[src/source/cpuPkg.sv]
package cpuPkg;

    localparam int dataWidth    = 32;
    localparam int regAddrWidth = 5;
    localparam int numRegs      = 32;

    typedef enum logic [4:0] {
        ALU_NOP  = 5'd0,
        ALU_ADD  = 5'd1,
        ALU_ADDU = 5'd2,
        ALU_SUB  = 5'd3,
        ALU_AND  = 5'd4,
        ALU_OR   = 5'd5,
        ALU_XOR  = 5'd6,
        ALU_SLT  = 5'd7,
        ALU_SLL  = 5'd8,
        ALU_LUI  = 5'd9,
        ALU_MULT = 5'd10,
        ALU_MFHI = 5'd11,
        ALU_MFLO = 5'd12,
        ALU_PASS = 5'd13
    } aluOpE;

    typedef enum logic [2:0] {
        MEM_NOP = 3'd0,
        MEM_LW  = 3'd1,
        MEM_SW  = 3'd2
    } memOpE;

    // Primary opcodes
    localparam logic [5:0] opSpecial = 6'b000000;
    localparam logic [5:0] opAddi    = 6'b001000;
    localparam logic [5:0] opOri     = 6'b001101;
    localparam logic [5:0] opLui     = 6'b001111;
    localparam logic [5:0] opCop0    = 6'b010000;
    localparam logic [5:0] opLw      = 6'b100011;
    localparam logic [5:0] opSw      = 6'b101011;
    localparam logic [4:0] cop0Mt    = 5'b00100;

    // SPECIAL function codes
    localparam logic [5:0] fnSll  = 6'b000000;
    localparam logic [5:0] fnMfhi = 6'b010000;
    localparam logic [5:0] fnMflo = 6'b010010;
    localparam logic [5:0] fnMult = 6'b011000;
    localparam logic [5:0] fnAdd  = 6'b100000;
    localparam logic [5:0] fnAddu = 6'b100001;
    localparam logic [5:0] fnSub  = 6'b100010;
    localparam logic [5:0] fnAnd  = 6'b100100;
    localparam logic [5:0] fnOr   = 6'b100101;
    localparam logic [5:0] fnXor  = 6'b100110;
    localparam logic [5:0] fnSlt  = 6'b101010;

endpackage

[src/source/regFile.sv]
`timescale 1ns/1ps

module regFile import cpuPkg::*; (
    input  logic                    clk,
    input  logic                    rstN_i,
    input  logic [regAddrWidth-1:0] rdAddrA_i,
    input  logic [regAddrWidth-1:0] rdAddrB_i,
    input  logic                    wrEn_i,
    input  logic [regAddrWidth-1:0] wrAddr_i,
    input  logic [dataWidth-1:0]    wrData_i,
    output logic [dataWidth-1:0]    rdDataA_o,
    output logic [dataWidth-1:0]    rdDataB_o
);

    logic [dataWidth-1:0] regs [numRegs];

    always_ff @(posedge clk) begin
        if (!rstN_i) begin
            for (int i = 0; i < numRegs; i++) begin
                regs[i] <= '0;
            end
        end else if (wrEn_i && wrAddr_i != '0) begin
            regs[wrAddr_i] <= wrData_i;
        end
    end

    // $zero is never written, so it reads back as zero
    assign rdDataA_o = regs[rdAddrA_i];
    assign rdDataB_o = regs[rdAddrB_i];

endmodule

[config.mk]
export PLATFORM = sky130hd
export DESIGN_NAME = regFile
export DESIGN_NICKNAME = d
export VERILOG_FILES = /design/src/source/cpuPkg.sv /design/src/source/regFile.sv
export SDC_FILE = /design/constraint.sdc
export NUM_CORES = 2
export LEC_CHECK = 0
export BUFFER_PORTS_ARGS = -buffer_cell sky130_fd_sc_hd__clkbuf_2
export CAP_MARGIN = 20
export CORE_MARGIN = 2
export CORE_UTILIZATION = 51
export CTS_BUF_LIST = sky130_fd_sc_hd__clkbuf_4 sky130_fd_sc_hd__clkbuf_8
export CTS_CLUSTER_DIAMETER = 40
export DETAILED_ROUTE_END_ITERATION = 12
export PLACE_DENSITY = 0.72
export SKIP_CTS_REPAIR_TIMING = 1
export SYNTH_ARGS = -nofsm -noshare
export SYNTH_HDL_FRONTEND = slang
export SYNTH_SLANG_ARGS = --single-unit
[constraint.sdc]
create_clock -name clk -period 4.33 [get_ports clk]
set_input_delay 0.2165 -clock clk [delete_from_list [all_inputs] [get_ports clk]]
set_output_delay 0.2165 -clock clk [all_outputs]
set_load 0.005 [all_outputs]
==> impl_metrics.env <==
export IMPL_status="finished, violations left"
export IMPL_violations="hold timing"
export IMPL_peakVddDrop_mv=0.299
export IMPL_yosys_cell_types_count=32
export IMPL_rows=121
export IMPL_die_area_um2=112000
export IMPL_finalNetCount=4716
export IMPL_dr_pass1_iters=8
export IMPL_numCtsBuffers=180
export IMPL_grt_pass1_vias=39871
export IMPL_die_w_um=335
export IMPL_port_buffers=113
export IMPL_vias=40710
export IMPL_fin_ws_ns=1.42
export IMPL_wire_per_inst_um=30.7
export IMPL_cp_required_ns=4.11
export IMPL_cp_top_family="compound AO/OA/AOI/OAI gates"
export IMPL_largestRegisters="regs: 1024 flops"
export IMPL_setup_tns_ns=0
export IMPL_hold_class="input pin to flip-flop"
export IMPL_initial_utilization=0.513
export IMPL_fillers=8614
export IMPL_period_needed_ns=2.91
export IMPL_place_inst=5897
export IMPL_drive_above_1_share=0.135
export IMPL_dp_hpwl_mm=115
export IMPL_cp_buffers_inverters=1
export IMPL_cp_start_kind="flip-flop"
export IMPL_fin_crit_sh=0.671
export IMPL_gp_congestion=0.885
export IMPL_rsz0062_at_grt="false"
export IMPL_h_tree_depth=4
export IMPL_setup_viol=0
export IMPL_slowest_stage="edfxtp_1"
export IMPL_grt_pass1_wl_mm=271
export IMPL_avgSynthCellArea_um2=12.1
export IMPL_path_cells="mux2i_1, a22o_1, nor3_1, a31oi_1, nand3_1, clkbuf_2"
export IMPL_slew_headroom=0.191
export IMPL_wl_mm=191
export IMPL_cp_max_fo=2
export IMPL_slowest_delay_ns=0.52
export IMPL_hold_violations=1
export IMPL_cts_tree="yes"
export IMPL_drc_errors=0
export IMPL_fmax_mhz=344
export IMPL_preCtsSetupSlack_ns=1.28
export IMPL_largest_reg_flops=1024
export IMPL_gr_total_overflow=0
export IMPL_critPathArrivalTime_ns=2.69
export IMPL_ys_flop_type="edfxtp_1"
export IMPL_mappedNetlistArea_um2=55700
export IMPL_synth_edf_count=1024
export IMPL_area_growth_pct=12.1
export IMPL_cap_violations=0
export IMPL_path_class="flip-flop to output pin"
export IMPL_synth_cells=4609
export IMPL_fp_coreArea_um2=109000
export IMPL_grt_max_degree=78
export IMPL_cts_max_path_buffers=3
export IMPL_drt_iter0_markers=5812
export IMPL_grtUsageTotal=0.335
export IMPL_ys_ff_latch=1024
export IMPL_cts_num_sinks=1024
export IMPL_antenna_found_initial=15
export IMPL_power_density_nw_per_um2=383
export IMPL_ys_seq_area_frac=0.552
export IMPL_io_pins=114
export IMPL_final_cells=6220
export IMPL_ys_warn_count=0
export IMPL_clk_pin_slew_worst_paths_ns=0.06
export IMPL_regMostFlops="regs"
export IMPL_vias_per_cell=6.55
export IMPL_worst_slew_pin_slew_ns=1.21
export IMPL_async_flop_share=0
export IMPL_p_leak_nw=24.6
export IMPL_chipHeight_um=335
export IMPL_final_antenna_net_count=0
export IMPL_end_kind="output pin"
export IMPL_hold_slack_ns=-0.000242
export IMPL_clk_root_buffer_cell="clkbuf_8"
export IMPL_slew_viol_final=0
stage by stage:
step | hold slack, ns | util | power (mW) | area (µm²)
detailed placement | 0.901 | 0.542 | 14.7 | 58800
CTS | -0.0580 | 0.575 | 23.8 | 62400
global placement | 0.885 | 0.541 | 14.7 | 58700
finish | -0.000242 | 0.575 | 23.9 | 62500
global route | 0.0267 | 0.575 | 24.5 | 62500
floorplan | 0.415 | - | 13.6 | 55800
cells in the final DEF (no fill, tap or decap), types with 4 or more instances in the layout:
cell / count
a21oi_1: 192
a22o_1: 128
a22oi_1: 192
a31oi_1: 64
and2_1: 992
buf_12: 59
buf_4: 120
bufinv_16: 12
clkbuf_2: 110
clkbuf_4: 47
clkbuf_8: 183
clkinv_1: 41
clkinv_2: 16
clkinvlp_4: 8
conb_1: 32
diode_2: 6
edfxtp_1: 1024
mux2i_1: 1024
nand2_1: 194
nand2b_2: 4
nand3_1: 193
nor2_2: 9
nor2_4: 24
nor2b_4: 4
nor3_1: 64
o21ai_4: 31
path summary, 6_finish.rpt:
check | cells past startpoint | endpoint | startpoint | slack, ns
worst min-delay path | 2 | regs[21][5] | wrData_i[5] | -0.0002
worst max-delay path | 6 | rdDataB_o[17] | regs[3][17] | 1.42
Yosys cell counts (4+ instances only):
cell type / number / area, µm²
nor2b_1: 4 / 25.0
buf_1: 33 / 124
nand3_1: 193 / 966
nand2b_1: 4 / 25.0
a22oi_1: 192 / 1440
and2_1: 994 / 6220
a21oi_1: 192 / 961
nor2_1: 23 / 86.3
a31oi_1: 64 / 400
nor3_1: 64 / 320
clkbuf_1: 254 / 953
buf_4: 60 / 450
nand2_1: 196 / 736
o21ai_0: 31 / 155
nor2_4: 5 / 56.3
a22o_1: 128 / 1120
edfxtp_1: 1024 / 30700
buf_2: 82 / 410
mux2i_1: 1024 / 10200
nor2_2: 7 / 43.8
clkbuf_2: 18 / 90.1
cells by family (layout without fill, tap and decap cells):
family,Yosys count,after routing,share of synthesized area
simple gates,1502,1502,0.154
mux,1024,1024,0.184
flops,1024,1024,0.552
compound gates,607,607,0.0732
buf+inv,451,611,0.0371
other cells,1,38,0.0000673
report_power, final:
part,switching [mW],leakage [nW],internal [mW]
clock,4.21,1.88,5.07
combinational,1.85,12.9,0.999
sequential,0.331,9.75,11.5
total,6.39,24.6,17.5
layer usage:
layer,track usage,share of wire,vias up
li1,-,-,17027
met1,0.454,0.38,20151
met4,0.161,0.048,6
met3,0.0841,0.13,541
met2,0.504,0.44,2985
met5,0,0.00018,-
area by class of cell:
cell class	count	area, µm²	area share
clock buffers	230	2870	0.0460
repair buffers	294	2720	0.0436
diodes	6	15.0	0.000240
clock inverters	86	771	0.0123
well taps	1414	1770	0.0283
multi-input cells	3165	23600	0.377
inverters	1	3.75	0.0000601
flip-flops and latches	1024	30700	0.492
(Power assumes the default switching activity.)
