==> config.mk <==
export PLATFORM = sky130hd
export DESIGN_NAME = decodeStage
export DESIGN_NICKNAME = d
export VERILOG_FILES = /design/src/source/cpuPkg.sv /design/src/source/excPkg.sv /design/src/source/decodeStage.sv
export SDC_FILE = /design/constraint.sdc
export NUM_CORES = 1
export LEC_CHECK = 0
export BUFFER_PORTS_ARGS = -buffer_cell sky130_fd_sc_hd__buf_2
export CELL_PAD_IN_SITES_DETAIL_PLACEMENT = 1
export CELL_PAD_IN_SITES_GLOBAL_PLACEMENT = 2
export CORE_AREA = 2 2 153 155
export DETAILED_ROUTE_END_ITERATION = 10
export DIE_AREA = 0 0 155 157
export PLACE_DENSITY_LB_ADDON = 0.1
export SLEW_MARGIN = 10
export SYNTH_ARGS = -nofsm -noshare
export SYNTH_HDL_FRONTEND = slang
export SYNTH_SLANG_ARGS = --single-unit
==> constraint.sdc <==
create_clock -name vclk -period 2.5
set_clock_uncertainty 0.05 [all_clocks]
set_input_delay 0.375 -clock vclk [all_inputs]
set_output_delay 0.375 -clock vclk [all_outputs]
set_load 0.01 [all_outputs]
==> src/source/cpuPkg.sv <==
package cpuPkg;

    localparam int dataWidth    = 32;
    localparam int regAddrWidth = 5;
    localparam int numRegs      = 32;

    typedef enum logic [4:0] {
        ALU_NOP  = 5'd0,
        ALU_ADD  = 5'd1,
        ALU_ADDU = 5'd2,
        ALU_SUB  = 5'd3,
        ALU_AND  = 5'd4,
        ALU_OR   = 5'd5,
        ALU_XOR  = 5'd6,
        ALU_SLT  = 5'd7,
        ALU_SLL  = 5'd8,
        ALU_LUI  = 5'd9,
        ALU_MULT = 5'd10,
        ALU_MFHI = 5'd11,
        ALU_MFLO = 5'd12,
        ALU_PASS = 5'd13
    } aluOpE;

    typedef enum logic [2:0] {
        MEM_NOP = 3'd0,
        MEM_LW  = 3'd1,
        MEM_SW  = 3'd2
    } memOpE;

    // Primary opcodes
    localparam logic [5:0] opSpecial = 6'b000000;
    localparam logic [5:0] opAddi    = 6'b001000;
    localparam logic [5:0] opOri     = 6'b001101;
    localparam logic [5:0] opLui     = 6'b001111;
    localparam logic [5:0] opCop0    = 6'b010000;
    localparam logic [5:0] opLw      = 6'b100011;
    localparam logic [5:0] opSw      = 6'b101011;
    localparam logic [4:0] cop0Mt    = 5'b00100;

    // SPECIAL function codes
    localparam logic [5:0] fnSll  = 6'b000000;
    localparam logic [5:0] fnMfhi = 6'b010000;
    localparam logic [5:0] fnMflo = 6'b010010;
    localparam logic [5:0] fnMult = 6'b011000;
    localparam logic [5:0] fnAdd  = 6'b100000;
    localparam logic [5:0] fnAddu = 6'b100001;
    localparam logic [5:0] fnSub  = 6'b100010;
    localparam logic [5:0] fnAnd  = 6'b100100;
    localparam logic [5:0] fnOr   = 6'b100101;
    localparam logic [5:0] fnXor  = 6'b100110;
    localparam logic [5:0] fnSlt  = 6'b101010;

endpackage

==> src/source/excPkg.sv <==
package excPkg;

    // Values follow the MIPS Cause.ExcCode field
    typedef enum logic [3:0] {
        EXC_NONE      = 4'h0,
        EXC_ADDRSTORE = 4'h5,
        EXC_RESERVED  = 4'hA,
        EXC_OVERFLOW  = 4'hC
    } excCodeE;

    localparam logic [4:0] cp0NoAddr   = 5'd0;
    localparam logic [4:0] cp0BadVAddr = 5'd8;
    localparam logic [4:0] cp0Status   = 5'd12;
    localparam logic [4:0] cp0Cause    = 5'd13;

endpackage

==> src/source/decodeStage.sv <==
`timescale 1ns/1ps

module decodeStage import cpuPkg::*, excPkg::*; (
    input  logic [dataWidth-1:0]    ins_i,
    input  logic [dataWidth-1:0]    insAddr_i,
    input  logic                    insValid_i,
    input  logic [dataWidth-1:0]    rsData_i,
    input  logic [dataWidth-1:0]    rtData_i,
    input  logic [dataWidth-1:0]    hi_i,
    input  logic [dataWidth-1:0]    lo_i,
    input  logic                    exWbEn_i,
    input  logic [regAddrWidth-1:0] exWbAddr_i,
    input  logic [dataWidth-1:0]    exWbData_i,
    output logic [regAddrWidth-1:0] rsAddr_o,
    output logic [regAddrWidth-1:0] rtAddr_o,
    output logic [dataWidth-1:0]    operand1_o,
    output logic [dataWidth-1:0]    operand2_o,
    output aluOpE                   aluOp_o,
    output memOpE                   memOp_o,
    output logic [dataWidth-1:0]    storeData_o,
    output logic                    writeReg_o,
    output logic [regAddrWidth-1:0] writeRegAddr_o,
    output logic                    writeHiLo_o,
    output logic                    writeCP0_o,
    output logic [4:0]              writeCP0Addr_o,
    output logic                    readsHiLo_o,
    output logic                    insValid_o,
    output excCodeE                 exception_o,
    output logic [dataWidth-1:0]    insAddr_o
);

    logic [5:0]              opcode;
    logic [5:0]              funct;
    logic [regAddrWidth-1:0] rs;
    logic [regAddrWidth-1:0] rt;
    logic [regAddrWidth-1:0] rd;
    logic [4:0]              sa;
    logic [15:0]             imm;
    logic [dataWidth-1:0]    rsVal;
    logic [dataWidth-1:0]    rtVal;
    logic [dataWidth-1:0]    signImm;
    logic [dataWidth-1:0]    zeroImm;
    logic                    reserved;

    assign opcode  = ins_i[31:26];
    assign rs      = ins_i[25:21];
    assign rt      = ins_i[20:16];
    assign rd      = ins_i[15:11];
    assign sa      = ins_i[10:6];
    assign funct   = ins_i[5:0];
    assign imm     = ins_i[15:0];
    assign signImm = {{16{imm[15]}}, imm};
    assign zeroImm = {16'b0, imm};

    assign rsAddr_o = rs;
    assign rtAddr_o = rt;

    // Forward the value execute writes at the end of this cycle
    assign rsVal = (exWbEn_i && exWbAddr_i == rs && rs != '0) ? exWbData_i : rsData_i;
    assign rtVal = (exWbEn_i && exWbAddr_i == rt && rt != '0) ? exWbData_i : rtData_i;

    always_comb begin
        operand1_o     = rsVal;
        operand2_o     = rtVal;
        aluOp_o        = ALU_NOP;
        memOp_o        = MEM_NOP;
        storeData_o    = rtVal;
        writeReg_o     = 1'b0;
        writeRegAddr_o = rt;
        writeHiLo_o    = 1'b0;
        writeCP0_o     = 1'b0;
        readsHiLo_o    = 1'b0;
        reserved       = 1'b0;
        case (opcode)
            opSpecial: begin
                writeReg_o     = 1'b1;
                writeRegAddr_o = rd;
                case (funct)
                    fnAdd:  aluOp_o = ALU_ADD;
                    fnAddu: aluOp_o = ALU_ADDU;
                    fnSub:  aluOp_o = ALU_SUB;
                    fnAnd:  aluOp_o = ALU_AND;
                    fnOr:   aluOp_o = ALU_OR;
                    fnXor:  aluOp_o = ALU_XOR;
                    fnSlt:  aluOp_o = ALU_SLT;
                    fnSll: begin
                        aluOp_o    = ALU_SLL;
                        operand1_o = rtVal;
                        operand2_o = {27'b0, sa};
                    end
                    fnMult: begin
                        aluOp_o     = ALU_MULT;
                        writeReg_o  = 1'b0;
                        writeHiLo_o = 1'b1;
                    end
                    fnMfhi: begin
                        aluOp_o     = ALU_MFHI;
                        operand1_o  = hi_i;
                        readsHiLo_o = 1'b1;
                    end
                    fnMflo: begin
                        aluOp_o     = ALU_MFLO;
                        operand1_o  = lo_i;
                        readsHiLo_o = 1'b1;
                    end
                    default: reserved = 1'b1;
                endcase
            end
            opAddi: begin
                aluOp_o    = ALU_ADD;
                operand2_o = signImm;
                writeReg_o = 1'b1;
            end
            opOri: begin
                aluOp_o    = ALU_OR;
                operand2_o = zeroImm;
                writeReg_o = 1'b1;
            end
            opLui: begin
                aluOp_o    = ALU_LUI;
                operand2_o = zeroImm;
                writeReg_o = 1'b1;
            end
            opLw, opSw: begin
                // Address add never traps on overflow
                aluOp_o    = ALU_ADDU;
                operand2_o = signImm;
                memOp_o    = (opcode == opLw) ? MEM_LW : MEM_SW;
            end
            opCop0: begin
                if (rs == cop0Mt) begin
                    aluOp_o    = ALU_PASS;
                    operand1_o = rtVal;
                    case (rd)
                        cp0Status, cp0Cause: writeCP0_o = 1'b1;
                        // BadVAddr is read-only and drops the write
                        cp0BadVAddr: writeCP0_o = 1'b0;
                        default: writeCP0_o = 1'b0;
                    endcase
                end else begin
                    reserved = 1'b1;
                end
            end
            default: reserved = 1'b1;
        endcase

        if (reserved) begin
            aluOp_o     = ALU_NOP;
            memOp_o     = MEM_NOP;
            writeReg_o  = 1'b0;
            writeHiLo_o = 1'b0;
            readsHiLo_o = 1'b0;
        end
    end

    assign writeCP0Addr_o = writeCP0_o ? rd : cp0NoAddr;
    assign exception_o    = (insValid_i && reserved) ? EXC_RESERVED : EXC_NONE;
    assign insValid_o     = insValid_i;
    assign insAddr_o      = insAddr_i;

endmodule

==> results.md <==
* Status: complete, but fails checks
* Failing checks: setup timing
* Pwr Density at around 140 nW/um2
* Io pins at about 400
* Ant diodes at 0
* CP Max Fanout at 6
* HP Class: input port to output port
* Die height at roughly 160 um
* Vias per std cell at ~4.4
* Layout fillers at between 2k and 3k
* Critical-path top delay cell: or4_4
* Top cells by area, synth: mux2i_1, buf_4, a22o_1
* Seq_cells at 0
* Die width at between 150 and 200 um
* Largest net degree at the start of global routing at 30
* Hold path start: insAddr_i[20]
* Fmax at 0.386 GHz
* Crit path largest cell delay at ~440 ps
* WS Path Type: input port to output port
* IO buf count at ~330
* End-of-flow core utilization at 0.276
* Ratio of cells with drive above 1 in the final layout at 0.634
* Fin. Hold Viols at 0
* Syn. warnings at 0
* RSZ-0062 raised after global routing: yes
* WL/cell at ~21 um
* Post-Place Worst Slack at -237 ps
* Final period utilization at 1.04
* CP most frequent cell: buf_6
* Core Box Area at around 23000 um2
* Critical-path cell list: buf_6 -> or3_4 -> or4_4 -> buf_6 -> nor2_4 -> or2_4 -> buf_6 -> buf_16 -> o21ai_1 -> buf_2
* ANT nets after route at 0
* Clkbuf count at 0
* Buf/Inv on CP at 5
* Share of the synthesized area in the top cell type at 0.195
* Endpoints failing setup at 60
* Initial antenna violation count at 0
* Layout overhead on the synthesized area at 98.4%
* Leak at 2.95 nW
* WL final at 23100 um
* Area leader, netlist: mux2i_1
* Dpl hpwl at around 18000 um
* Setup ws final at -90.2 ps
* 1st-pass router iterations at 4
* Final Wtd Congestion at 0.808
* Shortest period the worst path allows at approximately 2600 ps
* Most frequent cells in the layout: buf_2, buf_4, nand2_1
* Sequential element share of the synthesized area at 0
* Hold Slack at 700 ps
* Critical Path RT at 2080 ps
* Starting density of the core at 0.139
* Final Max Tran Viols at 0
* Crit path from: ins_i[1]
* VDD IR max at approximately 37 uV
* Die area at ~24000 um2
* Gate Count Post-Synth at around 460
* Drc violations at 0
* Critical path endpoint category: output port
* Arrival @ worst endpoint at roughly 2200 ps
* Setup tns final at -2600 ps
* CP delay by family, top: simple AND/OR/NAND/NOR gates
* Reg area at 0 um2
* Synth cell types at 54
* Syn Std Cell Area at approximately 3100 um2
* Nets at approximately 1.0k
* First-pass GRT wire length at roughly 32000 um
* Avg Inst Size Synth at between 6 and 7 um2
* Commonest non-fill, non-tap cell in the layout: buf_2
* Worst setup SP type: input port
* Post-CTS Hold Buffers at 0
* Row count at 55
* Vias in the first global route at 5280
* All-layer global routing usage at 0.169
* Max Cap Viol at 0
* DR iter-0 viols at between 100 and 150
* Via count at between 4k and 5k
* Total grt overflow at 0
-- per-layer routing --
metal / up-vias / GRT usage / wire length (um)
li1: 2345 / - / -
met1: 2299 / 0.206 / 9710
met2: 209 / 0.319 / 11700
met3: 24 / 0.0253 / 1320
met4: 0 / 0.0229 / 314
met5: - / 0 / 0
-- power by group --
| group | switching [mW] | total [mW] | internal [mW] |
|---|---|---|---|
| logic | 0.424 | 0.846 | 0.423 |
| clock network | 0 | 0 | 0 |
| registers | 0 | 0 | 0 |
| total | 0.424 | 0.846 | 0.423 |
-- through the flow --
step	power [mW]	area, um2	cells
2_1_floorplan	0.358	3150	463
3_3_place_gp	0.748	5410	1073
3_5_place_dp	0.755	5410	1073
4_1_cts	0.811	5870	1090
5_1_grt	0.918	6210	1096
6_report	0.846	6210	1096
-- synth_stat cells (6+ instances only) --
cell / number
buf_4: 56
buf_2: 17
nor2_1: 13
mux2i_1: 61
o221ai_2: 10
nand2_1: 70
a22oi_1: 6
a22o_1: 35
clkbuf_1: 10
o21ai_0: 33
inv_1: 36
o221ai_1: 20
-- cell type report --
type	instances	area, um2	share of cell area
Timing Repair Buffer	433	2930	0.472
Multi-Input combinational cell	342	2780	0.448
Tap cell	285	357	0.0574
Inverter	36	135	0.0218
-- kinds of logic after synthesis --
| logic type | synth area share |
|---|---|
| compound gates | 0.335 |
| simple gates | 0.219 |
| buf+inv | 0.224 |
| mux | 0.195 |
| xor+xnor | 0.0224 |
| fa+ha+maj | 0.00320 |
| other cells | 0.00120 |
-- final timing paths --
path	end	slack (ps)	cells past startpoint
worst min-delay path	insAddr_o[20]	700	0
worst max-delay path	operand2_o[18]	-90	10
-- timing repair --
action | CTS | global route
buffers inserted | 13 | 1
cloned | 4 | 5
endpoints found under the setup margin | 91 | 84
gates resized for setup | 64 | 58
pin swaps | 4 | 8
Power figures use the tool's default switching activity.
