File: config.mk
export PLATFORM = sky130hd
export DESIGN_NAME = idExReg
export DESIGN_NICKNAME = d
export VERILOG_FILES = /design/src/source/cpuPkg.sv /design/src/source/excPkg.sv /design/src/source/idExReg.sv
export SDC_FILE = /design/constraint.sdc
export NUM_CORES = 1
export LEC_CHECK = 0
export BUFFER_PORTS_ARGS = -buffer_cell sky130_fd_sc_hd__buf_4
export CAP_MARGIN = 40
export CORE_ASPECT_RATIO = 1.25
export CORE_MARGIN = 5
export CORE_UTILIZATION = 47
export DETAILED_ROUTE_END_ITERATION = 10
export PLACE_DENSITY = 0.8
export SKIP_LAST_GASP = 1
export SYNTH_ARGS = -nofsm -noshare
export SYNTH_HDL_FRONTEND = slang
export SYNTH_SLANG_ARGS = --single-unit
File: constraint.sdc
create_clock -name clk -period 1.8 [get_ports clk]
set_input_delay 0.36 -clock clk [delete_from_list [all_inputs] [get_ports clk]]
set_output_delay 0.36 -clock clk [all_outputs]
set_load 0.01 [all_outputs]
File: src/source/cpuPkg.sv
package cpuPkg;

    localparam int dataWidth    = 32;
    localparam int regAddrWidth = 5;
    localparam int numRegs      = 32;

    typedef enum logic [4:0] {
        ALU_NOP  = 5'd0,
        ALU_ADD  = 5'd1,
        ALU_ADDU = 5'd2,
        ALU_SUB  = 5'd3,
        ALU_AND  = 5'd4,
        ALU_OR   = 5'd5,
        ALU_XOR  = 5'd6,
        ALU_SLT  = 5'd7,
        ALU_SLL  = 5'd8,
        ALU_LUI  = 5'd9,
        ALU_MULT = 5'd10,
        ALU_MFHI = 5'd11,
        ALU_MFLO = 5'd12,
        ALU_PASS = 5'd13
    } aluOpE;

    typedef enum logic [2:0] {
        MEM_NOP = 3'd0,
        MEM_LW  = 3'd1,
        MEM_SW  = 3'd2
    } memOpE;

    // Primary opcodes
    localparam logic [5:0] opSpecial = 6'b000000;
    localparam logic [5:0] opAddi    = 6'b001000;
    localparam logic [5:0] opOri     = 6'b001101;
    localparam logic [5:0] opLui     = 6'b001111;
    localparam logic [5:0] opCop0    = 6'b010000;
    localparam logic [5:0] opLw      = 6'b100011;
    localparam logic [5:0] opSw      = 6'b101011;
    localparam logic [4:0] cop0Mt    = 5'b00100;

    // SPECIAL function codes
    localparam logic [5:0] fnSll  = 6'b000000;
    localparam logic [5:0] fnMfhi = 6'b010000;
    localparam logic [5:0] fnMflo = 6'b010010;
    localparam logic [5:0] fnMult = 6'b011000;
    localparam logic [5:0] fnAdd  = 6'b100000;
    localparam logic [5:0] fnAddu = 6'b100001;
    localparam logic [5:0] fnSub  = 6'b100010;
    localparam logic [5:0] fnAnd  = 6'b100100;
    localparam logic [5:0] fnOr   = 6'b100101;
    localparam logic [5:0] fnXor  = 6'b100110;
    localparam logic [5:0] fnSlt  = 6'b101010;

endpackage

File: src/source/excPkg.sv
package excPkg;

    // Values follow the MIPS Cause.ExcCode field
    typedef enum logic [3:0] {
        EXC_NONE      = 4'h0,
        EXC_ADDRSTORE = 4'h5,
        EXC_RESERVED  = 4'hA,
        EXC_OVERFLOW  = 4'hC
    } excCodeE;

    localparam logic [4:0] cp0NoAddr   = 5'd0;
    localparam logic [4:0] cp0BadVAddr = 5'd8;
    localparam logic [4:0] cp0Status   = 5'd12;
    localparam logic [4:0] cp0Cause    = 5'd13;

endpackage

File: src/source/idExReg.sv
`timescale 1ns/1ps

module idExReg import cpuPkg::*, excPkg::*; (
    input  logic                    clk,
    input  logic                    rstN_i,
    input  logic                    pause_i,
    input  logic                    flush_i,
    input  logic                    bubble_i,
    input  logic [dataWidth-1:0]    insAddr_i,
    input  logic [dataWidth-1:0]    operand1_i,
    input  logic [dataWidth-1:0]    operand2_i,
    input  aluOpE                   aluOp_i,
    input  logic [dataWidth-1:0]    storeData_i,
    input  memOpE                   memOp_i,
    input  logic                    writeReg_i,
    input  logic [regAddrWidth-1:0] writeRegAddr_i,
    input  logic                    writeHiLo_i,
    input  logic                    writeCP0_i,
    input  logic [4:0]              writeCP0Addr_i,
    input  logic                    insValid_i,
    input  excCodeE                 exception_i,
    output logic [dataWidth-1:0]    insAddr_o,
    output logic [dataWidth-1:0]    operand1_o,
    output logic [dataWidth-1:0]    operand2_o,
    output aluOpE                   aluOp_o,
    output logic [dataWidth-1:0]    storeData_o,
    output memOpE                   memOp_o,
    output logic                    writeReg_o,
    output logic [regAddrWidth-1:0] writeRegAddr_o,
    output logic                    writeHiLo_o,
    output logic                    writeCP0_o,
    output logic [4:0]              writeCP0Addr_o,
    output logic                    insValid_o,
    output excCodeE                 exception_o
);

    logic clearNow;

    // Pause wins over flush and bubble
    assign clearNow = !rstN_i || (!pause_i && (flush_i || bubble_i));

    always_ff @(posedge clk) begin
        if (clearNow) begin
            insAddr_o      <= '0;
            operand1_o     <= '0;
            operand2_o     <= '0;
            aluOp_o        <= ALU_NOP;
            storeData_o    <= '0;
            memOp_o        <= MEM_NOP;
            writeReg_o     <= 1'b0;
            writeRegAddr_o <= '0;
            writeHiLo_o    <= 1'b0;
            writeCP0_o     <= 1'b0;
            writeCP0Addr_o <= cp0NoAddr;
            insValid_o     <= 1'b0;
            exception_o    <= EXC_NONE;
        end else if (!pause_i) begin
            insAddr_o      <= insAddr_i;
            operand1_o     <= operand1_i;
            operand2_o     <= operand2_i;
            aluOp_o        <= aluOp_i;
            storeData_o    <= storeData_i;
            memOp_o        <= memOp_i;
            writeReg_o     <= writeReg_i;
            writeRegAddr_o <= writeRegAddr_i;
            writeHiLo_o    <= writeHiLo_i;
            writeCP0_o     <= writeCP0_i;
            writeCP0Addr_o <= writeCP0Addr_i;
            insValid_o     <= insValid_i;
            exception_o    <= exception_i;
        end
    end

endmodule

==> impl_metrics.csv, run 1 <==
group,metric,value,unit
status,status,"finished clean",
timing,slew_headroom,0.741,
final_layout,regArea,0.00308,mm2
logic_synthesis,synthesis.area,0.00681,mm2
place,dpl.hpwl,14000,um
final_layout,multi_input_area,0.00328,mm2
worst_setup_path,reg2regPathDepth,2,
timing,fin_crit_sh,0.705,
detailed_routing,totalWireLength,20400,um
worst_setup_path,crit_path_end_kind,"output pin",
clock_tree,cts_buffer_depth,2,
final_layout,final_common_cell,"buf_4",
floorplan,rows,49,
timing,setup_tns,0,ns
worst_setup_path,path_cells,"buf_4",
global_route,grt_max_degree,63,
place,gp_congestion,0.839,
floorplan,pin_count,313,
timing,finalCriticalPeriod,1.27,ns
timing,worst_pin_slew,0.389,ns
place,dp_cells,1122,
worst_setup_path,max_stage_delay,0.36,ns
clock_tree,holdBufCountCts,0,
worst_setup_path,crit_path_top_delay_cell,"dfxtp_1",
worst_setup_path,required,1.44,ns
timing,grt_setup_unrepaired,"no",
logic_synthesis,yosys_warnings,0,
detailed_routing,via_count,6200,
clock_tree,h-tree-depth,4,
global_route,overflow,0,
final_layout,drive_above_1_share,0.367,
logic_synthesis,ys_seq_elements,154,
floorplan,die_x,118,um
global_route,grt.total_usage,0.228,
worst_setup_path,crit_family,"flip-flops",
floorplan,fp.dieArea,0.0170,mm2
global_route,antenna_found_initial,0,
detailed_routing,wl_per_cell,17.7,um
final_layout,syn2layout_area_growth,44.4,%
logic_synthesis,synth_cell_types,9,
worst_hold_path,min_to,"insAddr_o[29]$_SDFFE_PP0N_",
worst_hold_path,whs_path_depth,3,
floorplan,die_h,145,um
timing,finalSetupViolations,0,
clock_tree,path_clk_slew,0.07,ns
power,ir_drop,0.617,mV
worst_hold_path,min_from,"insAddr_i[29]",
detailed_routing,first_pass_iters,6,
place,numPortBuffers,312,
final_layout,final_cell_mix,"313 x buf_4, 154 x or4b_1, 154 x nand2_1, 154 x a21boi_1, 154 x dfxtp_1",
final_layout,nNetsFinal,1122,
global_route,grt_pass1_wl,31900,um
worst_setup_path,cp.depth,1,
logic_synthesis,synth_seq_area_share,0.453,
logic_synthesis,syn_avg_cell_area,9.71,um2
worst_setup_path,path_buf_inv,1,
clock_tree,post-cts-setup-buffers,0,
clock_tree,cts_tree,"built",
worst_setup_path,rr_startpoint,"storeData_o[24]$_SDFFE_PP0N_",
timing,timing_hold_violations_final,0,
floorplan,core-area,0.0143,mm2
worst_setup_path,critPathLaunchType,"flip-flop",
power,power_density,831,mW/mm2
worst_setup_path,arrival,0.91,ns
detailed_routing,antenna_left,0,
final_layout,num_antenna_cells,0,
clock_tree,cts_inserted_buffers,17,
job,cap_violations,0,
detailed_routing,avgViaCountPerCell,5.37,
global_route,grt_pass1_vias,5953,
timing,skew,0,ns
clock_tree,cts_resized,0,
worst_setup_path,rrSetupSlack,1.13,ns
timing,slew_viol_final,0,
worst_setup_path,regToRegEndpoint,"storeData_o[24]$_SDFFE_PP0N_",
clock_tree,clk_latency,0.41,ns
logic_synthesis,synth_nets,860,
detailed_routing,drt_iter0_drc,534,
timing,fmax,0.788,GHz
floorplan,initial_core_util,0.477,
detailed_routing,drc,0,
worst_hold_path,hp-class,"in -> reg",
worst_setup_path,worstSetupPathType,"reg -> out",
final_layout,final_cells,1154,
clock_tree,root_buffer,"clkbuf_16",
power,leakage,4.09,nW
logic_synthesis,synthCells,701,
worst_setup_path,crit_fanout,2,
final_layout,nFillCells,1172,
clock_tree,cts_sinks,154,
-- registers in the layout, indices dropped and copies added (netlist names) --
name and cells:
memOp_o 3, storeData_o 32, insValid_o 1, insAddr_o 32, operand1_o 32, operand2_o 32, writeCP0Addr_o 5, writeHiLo_o 1
aluOp_o 5, writeRegAddr_o 5, writeReg_o 1, exception_o 4, writeCP0_o 1
-- synthesized netlist by cell type, drive strengths merged --
cell / instances / area (um2)
a21boi: 154 / 1160
or4b: 154 / 1540
dfxtp: 154 / 3080
nand2: 154 / 578
buf: 30 / 244
clkbuf: 55 / 206
-- per-stage QoR --
stage | hold slack (ns) | setup slack (ns) | instance area, um2 | utilization | power (mW)
finish | 0.285 | 0.531 | 9830 | 0.688 | 8.17
global route | 0.282 | 0.486 | 9830 | 0.688 | 8.47
CTS | 0.272 | 0.503 | 9830 | 0.688 | 8.24
detailed placement | 0.448 | 0.217 | 9220 | 0.646 | 4.55
global placement | 0.443 | 0.242 | 9220 | 0.646 | 4.54
floorplan | 0.479 | 0.404 | 6810 | - | 4.05
-- worst max-delay path by stage --
stage	startpoint	end	slack (ns)
floorplan	bubble_i	insAddr_o[0]$_SDFFE_PP0N_	0.40
global placement	pause_i	exception_o[1]$_SDFFE_PP0N_	0.24
finish	operand1_o[30]$_SDFFE_PP0N_	operand1_o[30]	0.53
detailed placement	pause_i	exception_o[1]$_SDFFE_PP0N_	0.22
CTS	operand1_o[30]$_SDFFE_PP0N_	operand1_o[30]	0.50
global route	operand2_o[7]$_SDFFE_PP0N_	operand2_o[7]	0.49
-- metal layers --
layer / share of wire / wire (um) / up-vias / global-route usage
met2: 0.47 / 9550 / 259 / 0.366
met1: 0.41 / 8370 / 2846 / 0.277
met4: 0.023 / 463 / 0 / 0.0767
met3: 0.098 / 2010 / 28 / 0.101
li1: - / - / 3067 / -
met5: 0 / 0 / - / 0
-- cell type report --
cell class | instances | area share
Timing Repair Buffer | 328 | 0.269
Tap cell | 178 | 0.0226
Sequential cell | 154 | 0.313
Clock inverter | 12 | 0.0168
Multi-Input combinational cell | 462 | 0.333
Clock buffer | 20 | 0.0454
-- kinds of logic (layout without fill, tap and decap cells) --
logic type             Yosys count  in the layout  synth area share
AOI/OAI and AO/OA              154            154             0.170
and+or+nand+nor                308            308             0.311
buffers and inverters           85            360            0.0662
DFF                            154            154             0.453
-- report_power, final --
group	internal [mW]	switching, mW
Combinational	0.530	0.406
Sequential	3.49	0.0437
Clock	2.24	1.46
Power figures use the tool's default switching activity.
==> run 2, diff against run 1 <==
clock period = 1.26 ns   (was 1.8 ns; I/O delays follow)
==> run 2 against run 1 <==
  * Cell count up 1.2%
  * Sequential share of layout area down 0.25 points
  * Combinational power up 44%
  * Critical path type unchanged
==> impl_metrics.csv, run 2 (synthesis gave the netlist of run 1 again) <==
group,metric,value,unit
status,status,"finished clean",
worst_setup_path,arrival,0.95,ns
worst_setup_path,critPathLaunchType,"flip-flop",
detailed_routing,via_count,6228,
worst_setup_path,reg2regPathDepth,2,
global_route,antenna_found_initial,0,
clock_tree,cts_sinks,154,
timing,skew,0,ns
detailed_routing,avgViaCountPerCell,5.33,
worst_setup_path,crit_family,"flip-flops",
worst_setup_path,max_stage_delay,0.39,ns
timing,fmax,0.832,GHz
final_layout,syn2layout_area_growth,45.6,%
global_route,grt_max_degree,91,
clock_tree,post-cts-setup-buffers,0,
final_layout,design_area,0.00991,mm2
clock_tree,path_clk_slew,0.06,ns
timing,grt_setup_unrepaired,"no",
clock_tree,h-tree-depth,4,
worst_setup_path,worstSetupPathType,"reg -> out",
final_layout,final_cell_mix,"330 x buf_4, 154 x or4b_1, 154 x nand2_1, 154 x a21boi_1, 154 x dfxtp_1",
floorplan,die_h,145,um
worst_hold_path,hp-class,"in -> reg",
floorplan,pin_count,313,
worst_setup_path,crit_path_top_delay_cell,"dfxtp_1",
floorplan,initial_core_util,0.477,
timing,setup_ws,0.0579,ns
global_route,overflow,0,
power,leakage,4.15,nW
global_route,grt_pass1_vias,6003,
global_route,grt_pass1_wl,32300,um
timing,finalSetupViolations,0,
detailed_routing,totalWireLength,20600,um
clock_tree,cts_buffer_depth,2,
clock_tree,root_buffer,"clkbuf_16",
final_layout,final_common_cell,"buf_4",
floorplan,die_x,118,um
final_layout,drive_above_1_share,0.373,
worst_setup_path,rrSetupSlack,0.59,ns
detailed_routing,drc,0,
place,placed_area,0.00929,mm2
timing,finalCriticalPeriod,1.20,ns
worst_setup_path,rr_startpoint,"operand2_o[29]$_SDFFE_PP0N_",
floorplan,core-area,0.0143,mm2
timing,timing_hold_violations_final,0,
floorplan,rows,49,
worst_setup_path,crit_end,"operand2_o[29]",
worst_setup_path,path_cells,"buf_4",
worst_setup_path,regToRegEndpoint,"operand2_o[29]$_SDFFE_PP0N_",
detailed_routing,first_pass_iters,4,
timing,slew_viol_final,0,
clock_tree,cts_tree,"built",
detailed_routing,wl_per_cell,17.6,um
place,gp_congestion,0.807,
final_layout,num_antenna_cells,0,
floorplan,fp.dieArea,0.0170,mm2
worst_setup_path,required,1.01,ns
clock_tree,clk_latency,0.41,ns
worst_setup_path,crit_fanout,2,
job,cap_violations,0,
timing,setup_tns,0,ns
global_route,grt.total_usage,0.233,
power,power_density,1190,mW/mm2
power,ir_drop,0.891,mV
timing,worst_pin_slew,0.342,ns
worst_setup_path,path_buf_inv,1,
timing,fin_crit_sh,0.954,
worst_setup_path,cp.depth,1,
detailed_routing,antenna_left,0,
place,numPortBuffers,312,
clock_tree,cts_resized,0,
detailed_routing,drt_iter0_drc,579,
final_layout,nNetsFinal,1136,
clock_tree,holdBufCountCts,0,
clock_tree,cts_inserted_buffers,17,
place,dpl.hpwl,14600,um
worst_setup_path,crit_path_end_kind,"output pin",
worst_setup_path,cp-startpoint,"operand2_o[29]$_SDFFE_PP0N_",
place,dpl_worst_slack,-0.123,ns
timing,slew_headroom,0.772,
## run 2: changes by cell type in the layout (fill, tap and decap cells not counted)
cell / previous run / this run
inv_6: 2 / 0
clkbuf_8: 1 / 3
buf_12: 14 / 11
clkinvlp_4: 3 / 1
buf_4: 313 / 330
bufinv_16: 3 / 4
clkbuf_1: 2 / 5
clkinv_2: 0 / 2
clkinv_4: 4 / 0
## run 2: layer usage
layer | global-route usage | share of wire | vias to the layer above
li1 | - | - | 3105
met3 | 0.0962 | 0.11 | 25
met1 | 0.289 | 0.41 | 2829
met2 | 0.366 | 0.46 | 269
met5 | 0 | 0 | -
met4 | 0.0833 | 0.021 | 0
## run 2: power by group
part	leakage (nW)	total, mW	switching (mW)	internal, mW
sequential	1.25	5.06	0.0666	4.99
combinational	2.60	1.35	0.576	0.774
clock	0.301	5.41	1.94	3.47
## run 2: cell type report
class	count	area (um2)
fillers	1132	4370
multi-input cells	462	3280
clock inverters	7	138
repair buffers	342	2710
clock buffers	25	485
flip-flops and latches	154	3080
well taps	178	223
## run 2: through the flow
stage          std cells  hold slack, ns  total power, mW   util
2_1_floorplan        701           0.479             5.79      -
3_3_place_gp        1136           0.450             6.51  0.650
3_5_place_dp        1136           0.453             6.52  0.650
4_1_cts             1168           0.136             11.9  0.694
5_1_grt             1168           0.156             12.2  0.694
6_report            1168           0.154             11.8  0.694
## run 2: worst min-delay path by stage
stage	startpoint	end	slack, ns	cells past startpoint
finish	pause_i	insAddr_o[18]$_SDFFE_PP0N_	0.15	3
CTS	pause_i	insAddr_o[18]$_SDFFE_PP0N_	0.14	3
global placement	operand1_o[29]$_SDFFE_PP0N_	operand1_o[29]$_SDFFE_PP0N_	0.45	2
global route	pause_i	insAddr_o[18]$_SDFFE_PP0N_	0.16	3
detailed placement	operand1_o[23]$_SDFFE_PP0N_	operand1_o[23]$_SDFFE_PP0N_	0.45	2
floorplan	exception_o[3]$_SDFFE_PP0N_	exception_o[3]$_SDFFE_PP0N_	0.48	2
==> run 3, diff against run 2 <==
CORE_UTILIZATION = 51   (was 47)
CTS_CLUSTER_SIZE = 8   (was unset)
PLACE_DENSITY = 0.86   (was 0.8)
clock period = 1.45 ns   (was 1.26 ns; I/O delays follow)
==> run 3 against run 2 <==
  * Critical path depth stayed put
  * Worst setup slack improved by 0.16 ns
  * Power down 16%
  * Die area shrank 7.2%
  * Sequential cell count did not move
  * Non-clock buffer count is 2 lower
  * Sequential power decreased by 13%
  * Global-route usage rose by 1.6 points
  * Clock-buffer cell count shrank 5
  * Core utilization increased by 5.4 points
==> impl_metrics.csv, run 3 (synthesis gave the netlist of run 1 again) <==
group,metric,value,unit
final_layout,final_cell_mix,"328 x buf_4, 154 x or4b_1, 154 x nand2_1, 154 x a21boi_1, 154 x dfxtp_1",
timing,fmax,0.810,GHz
detailed_routing,antenna_left,0,
worst_setup_path,path_cells,"buf_4",
global_route,grt_pass1_vias,5990,
timing,timing_hold_violations_final,0,
detailed_routing,wl_per_cell,17.6,um
floorplan,fp.dieArea,0.0158,mm2
global_route,grt.total_usage,0.249,
floorplan,core-area,0.0132,mm2
timing,worst_pin_slew,0.287,ns
detailed_routing,drc,0,
worst_setup_path,max_stage_delay,0.39,ns
final_layout,nNetsFinal,1134,
final_layout,num_antenna_cells,0,
detailed_routing,first_pass_iters,4,
worst_setup_path,crit_path_end_kind,"output pin",
clock_tree,clk_latency,0.41,ns
worst_setup_path,rr_startpoint,"operand1_o[28]$_SDFFE_PP0N_",
floorplan,pin_count,313,
final_layout,syn2layout_area_growth,44.7,%
worst_setup_path,crit_fanout,2,
floorplan,initial_core_util,0.517,
worst_setup_path,reg2regPathDepth,2,
global_route,grt_pass1_wl,31600,um
clock_tree,cts_buffer_depth,2,
worst_setup_path,rrSetupSlack,0.80,ns
floorplan,die_h,139,um
global_route,grt_max_degree,76,
worst_setup_path,crit_path_top_delay_cell,"dfxtp_1",
timing,fin_crit_sh,0.852,
worst_setup_path,critPathLaunchType,"flip-flop",
worst_setup_path,crit_family,"flip-flops",
timing,whs,0.218,ns
timing,finalSetupViolations,0,
worst_hold_path,hp-class,"in -> reg",
worst_setup_path,worstSetupPathType,"reg -> out",
clock_tree,cts_resized,0,
clock_tree,post-cts-setup-buffers,0,
place,numPortBuffers,312,
worst_setup_path,arrival,0.95,ns
job,cap_violations,0,
clock_tree,holdBufCountCts,0,
detailed_routing,totalWireLength,20400,um
worst_setup_path,cp.depth,1,
place,dpl.hpwl,14400,um
timing,slew_viol_final,0,
clock_tree,root_buffer,"clkbuf_16",
timing,skew,0,ns
clock_tree,path_clk_slew,0.07,ns
worst_setup_path,required,1.16,ns
floorplan,rows,47,
worst_setup_path,path_buf_inv,1,
detailed_routing,drt_iter0_drc,521,
worst_setup_path,crit_end,"operand1_o[28]",
detailed_routing,avgViaCountPerCell,5.43,
power,leakage,4.11,nW
detailed_routing,via_count,6294,
timing,grt_setup_unrepaired,"no",
power,power_density,1010,mW/mm2
final_layout,final_common_cell,"buf_4",
worst_setup_path,regToRegEndpoint,"operand1_o[28]$_SDFFE_PP0N_",
clock_tree,cts_sinks,154,
global_route,antenna_found_initial,1,
floorplan,die_x,113,um
place,gp_congestion,0.787,
clock_tree,cts_inserted_buffers,17,
timing,setup_tns,0,ns
power,ir_drop,0.678,mV
timing,finalCriticalPeriod,1.24,ns
timing,slew_headroom,0.809,
clock_tree,h-tree-depth,4,
clock_tree,cts_tree,"built",
worst_setup_path,cp-startpoint,"operand1_o[28]$_SDFFE_PP0N_",
status,status,"finished clean",
global_route,overflow,0,
final_layout,drive_above_1_share,0.374,
-- run 3: power by group --
group	switching, mW	leakage (nW)	internal (mW)
logic	0.507	2.59	0.669
registers	0.0565	1.25	4.33
clock network	1.79	0.270	2.60
total	2.36	4.11	7.61
-- run 3: cell type report --
cell class / count / area [um2]
Timing Repair Buffer: 340 / 2690
Multi-Input combinational cell: 462 / 3280
Fill cell: 987 / 3320
Sequential cell: 154 / 3080
Clock buffer: 20 / 447
Tap cell: 171 / 214
Clock inverter: 12 / 141
-- run 3: per-layer routing --
| metal | share of wire | wire length (um) | global-route usage | vias to the layer above |
|---|---|---|---|---|
| met3 | 0.11 | 2170 | 0.101 | 28 |
| met1 | 0.40 | 8070 | 0.296 | 2894 |
| met2 | 0.47 | 9620 | 0.404 | 273 |
| li1 | - | - | - | 3097 |
| met5 | 0.00093 | 19 | 0 | - |
| met4 | 0.025 | 505 | 0.0905 | 2 |
-- run 3: how the worst min path moves through the flow --
stage	start	to	depth (start not counted)
floorplan	exception_o[3]$_SDFFE_PP0N_	exception_o[3]$_SDFFE_PP0N_	2
global placement	operand2_o[31]$_SDFFE_PP0N_	operand2_o[31]$_SDFFE_PP0N_	2
detailed placement	storeData_o[30]$_SDFFE_PP0N_	storeData_o[30]$_SDFFE_PP0N_	2
CTS	operand2_i[23]	operand2_o[23]$_SDFFE_PP0N_	3
global route	insAddr_i[30]	insAddr_o[30]$_SDFFE_PP0N_	3
finish	writeCP0Addr_i[3]	writeCP0Addr_o[3]$_SDFFE_PP0N_	3
-- run 3: per-stage QoR --
| step | instances | setup WS (ns) | cell area [um2] | util | power [mW] |
|---|---|---|---|---|---|
| floorplan | 701 | 0.124 | 6810 | - | 5.03 |
| global route | 1159 | 0.176 | 9850 | 0.748 | 10.3 |
| finish | 1159 | 0.215 | 9850 | 0.748 | 9.96 |
| global placement | 1127 | 0.0555 | 9270 | 0.703 | 5.65 |
| CTS | 1159 | 0.195 | 9850 | 0.748 | 10.1 |
| detailed placement | 1127 | 0.0115 | 9270 | 0.703 | 5.66 |
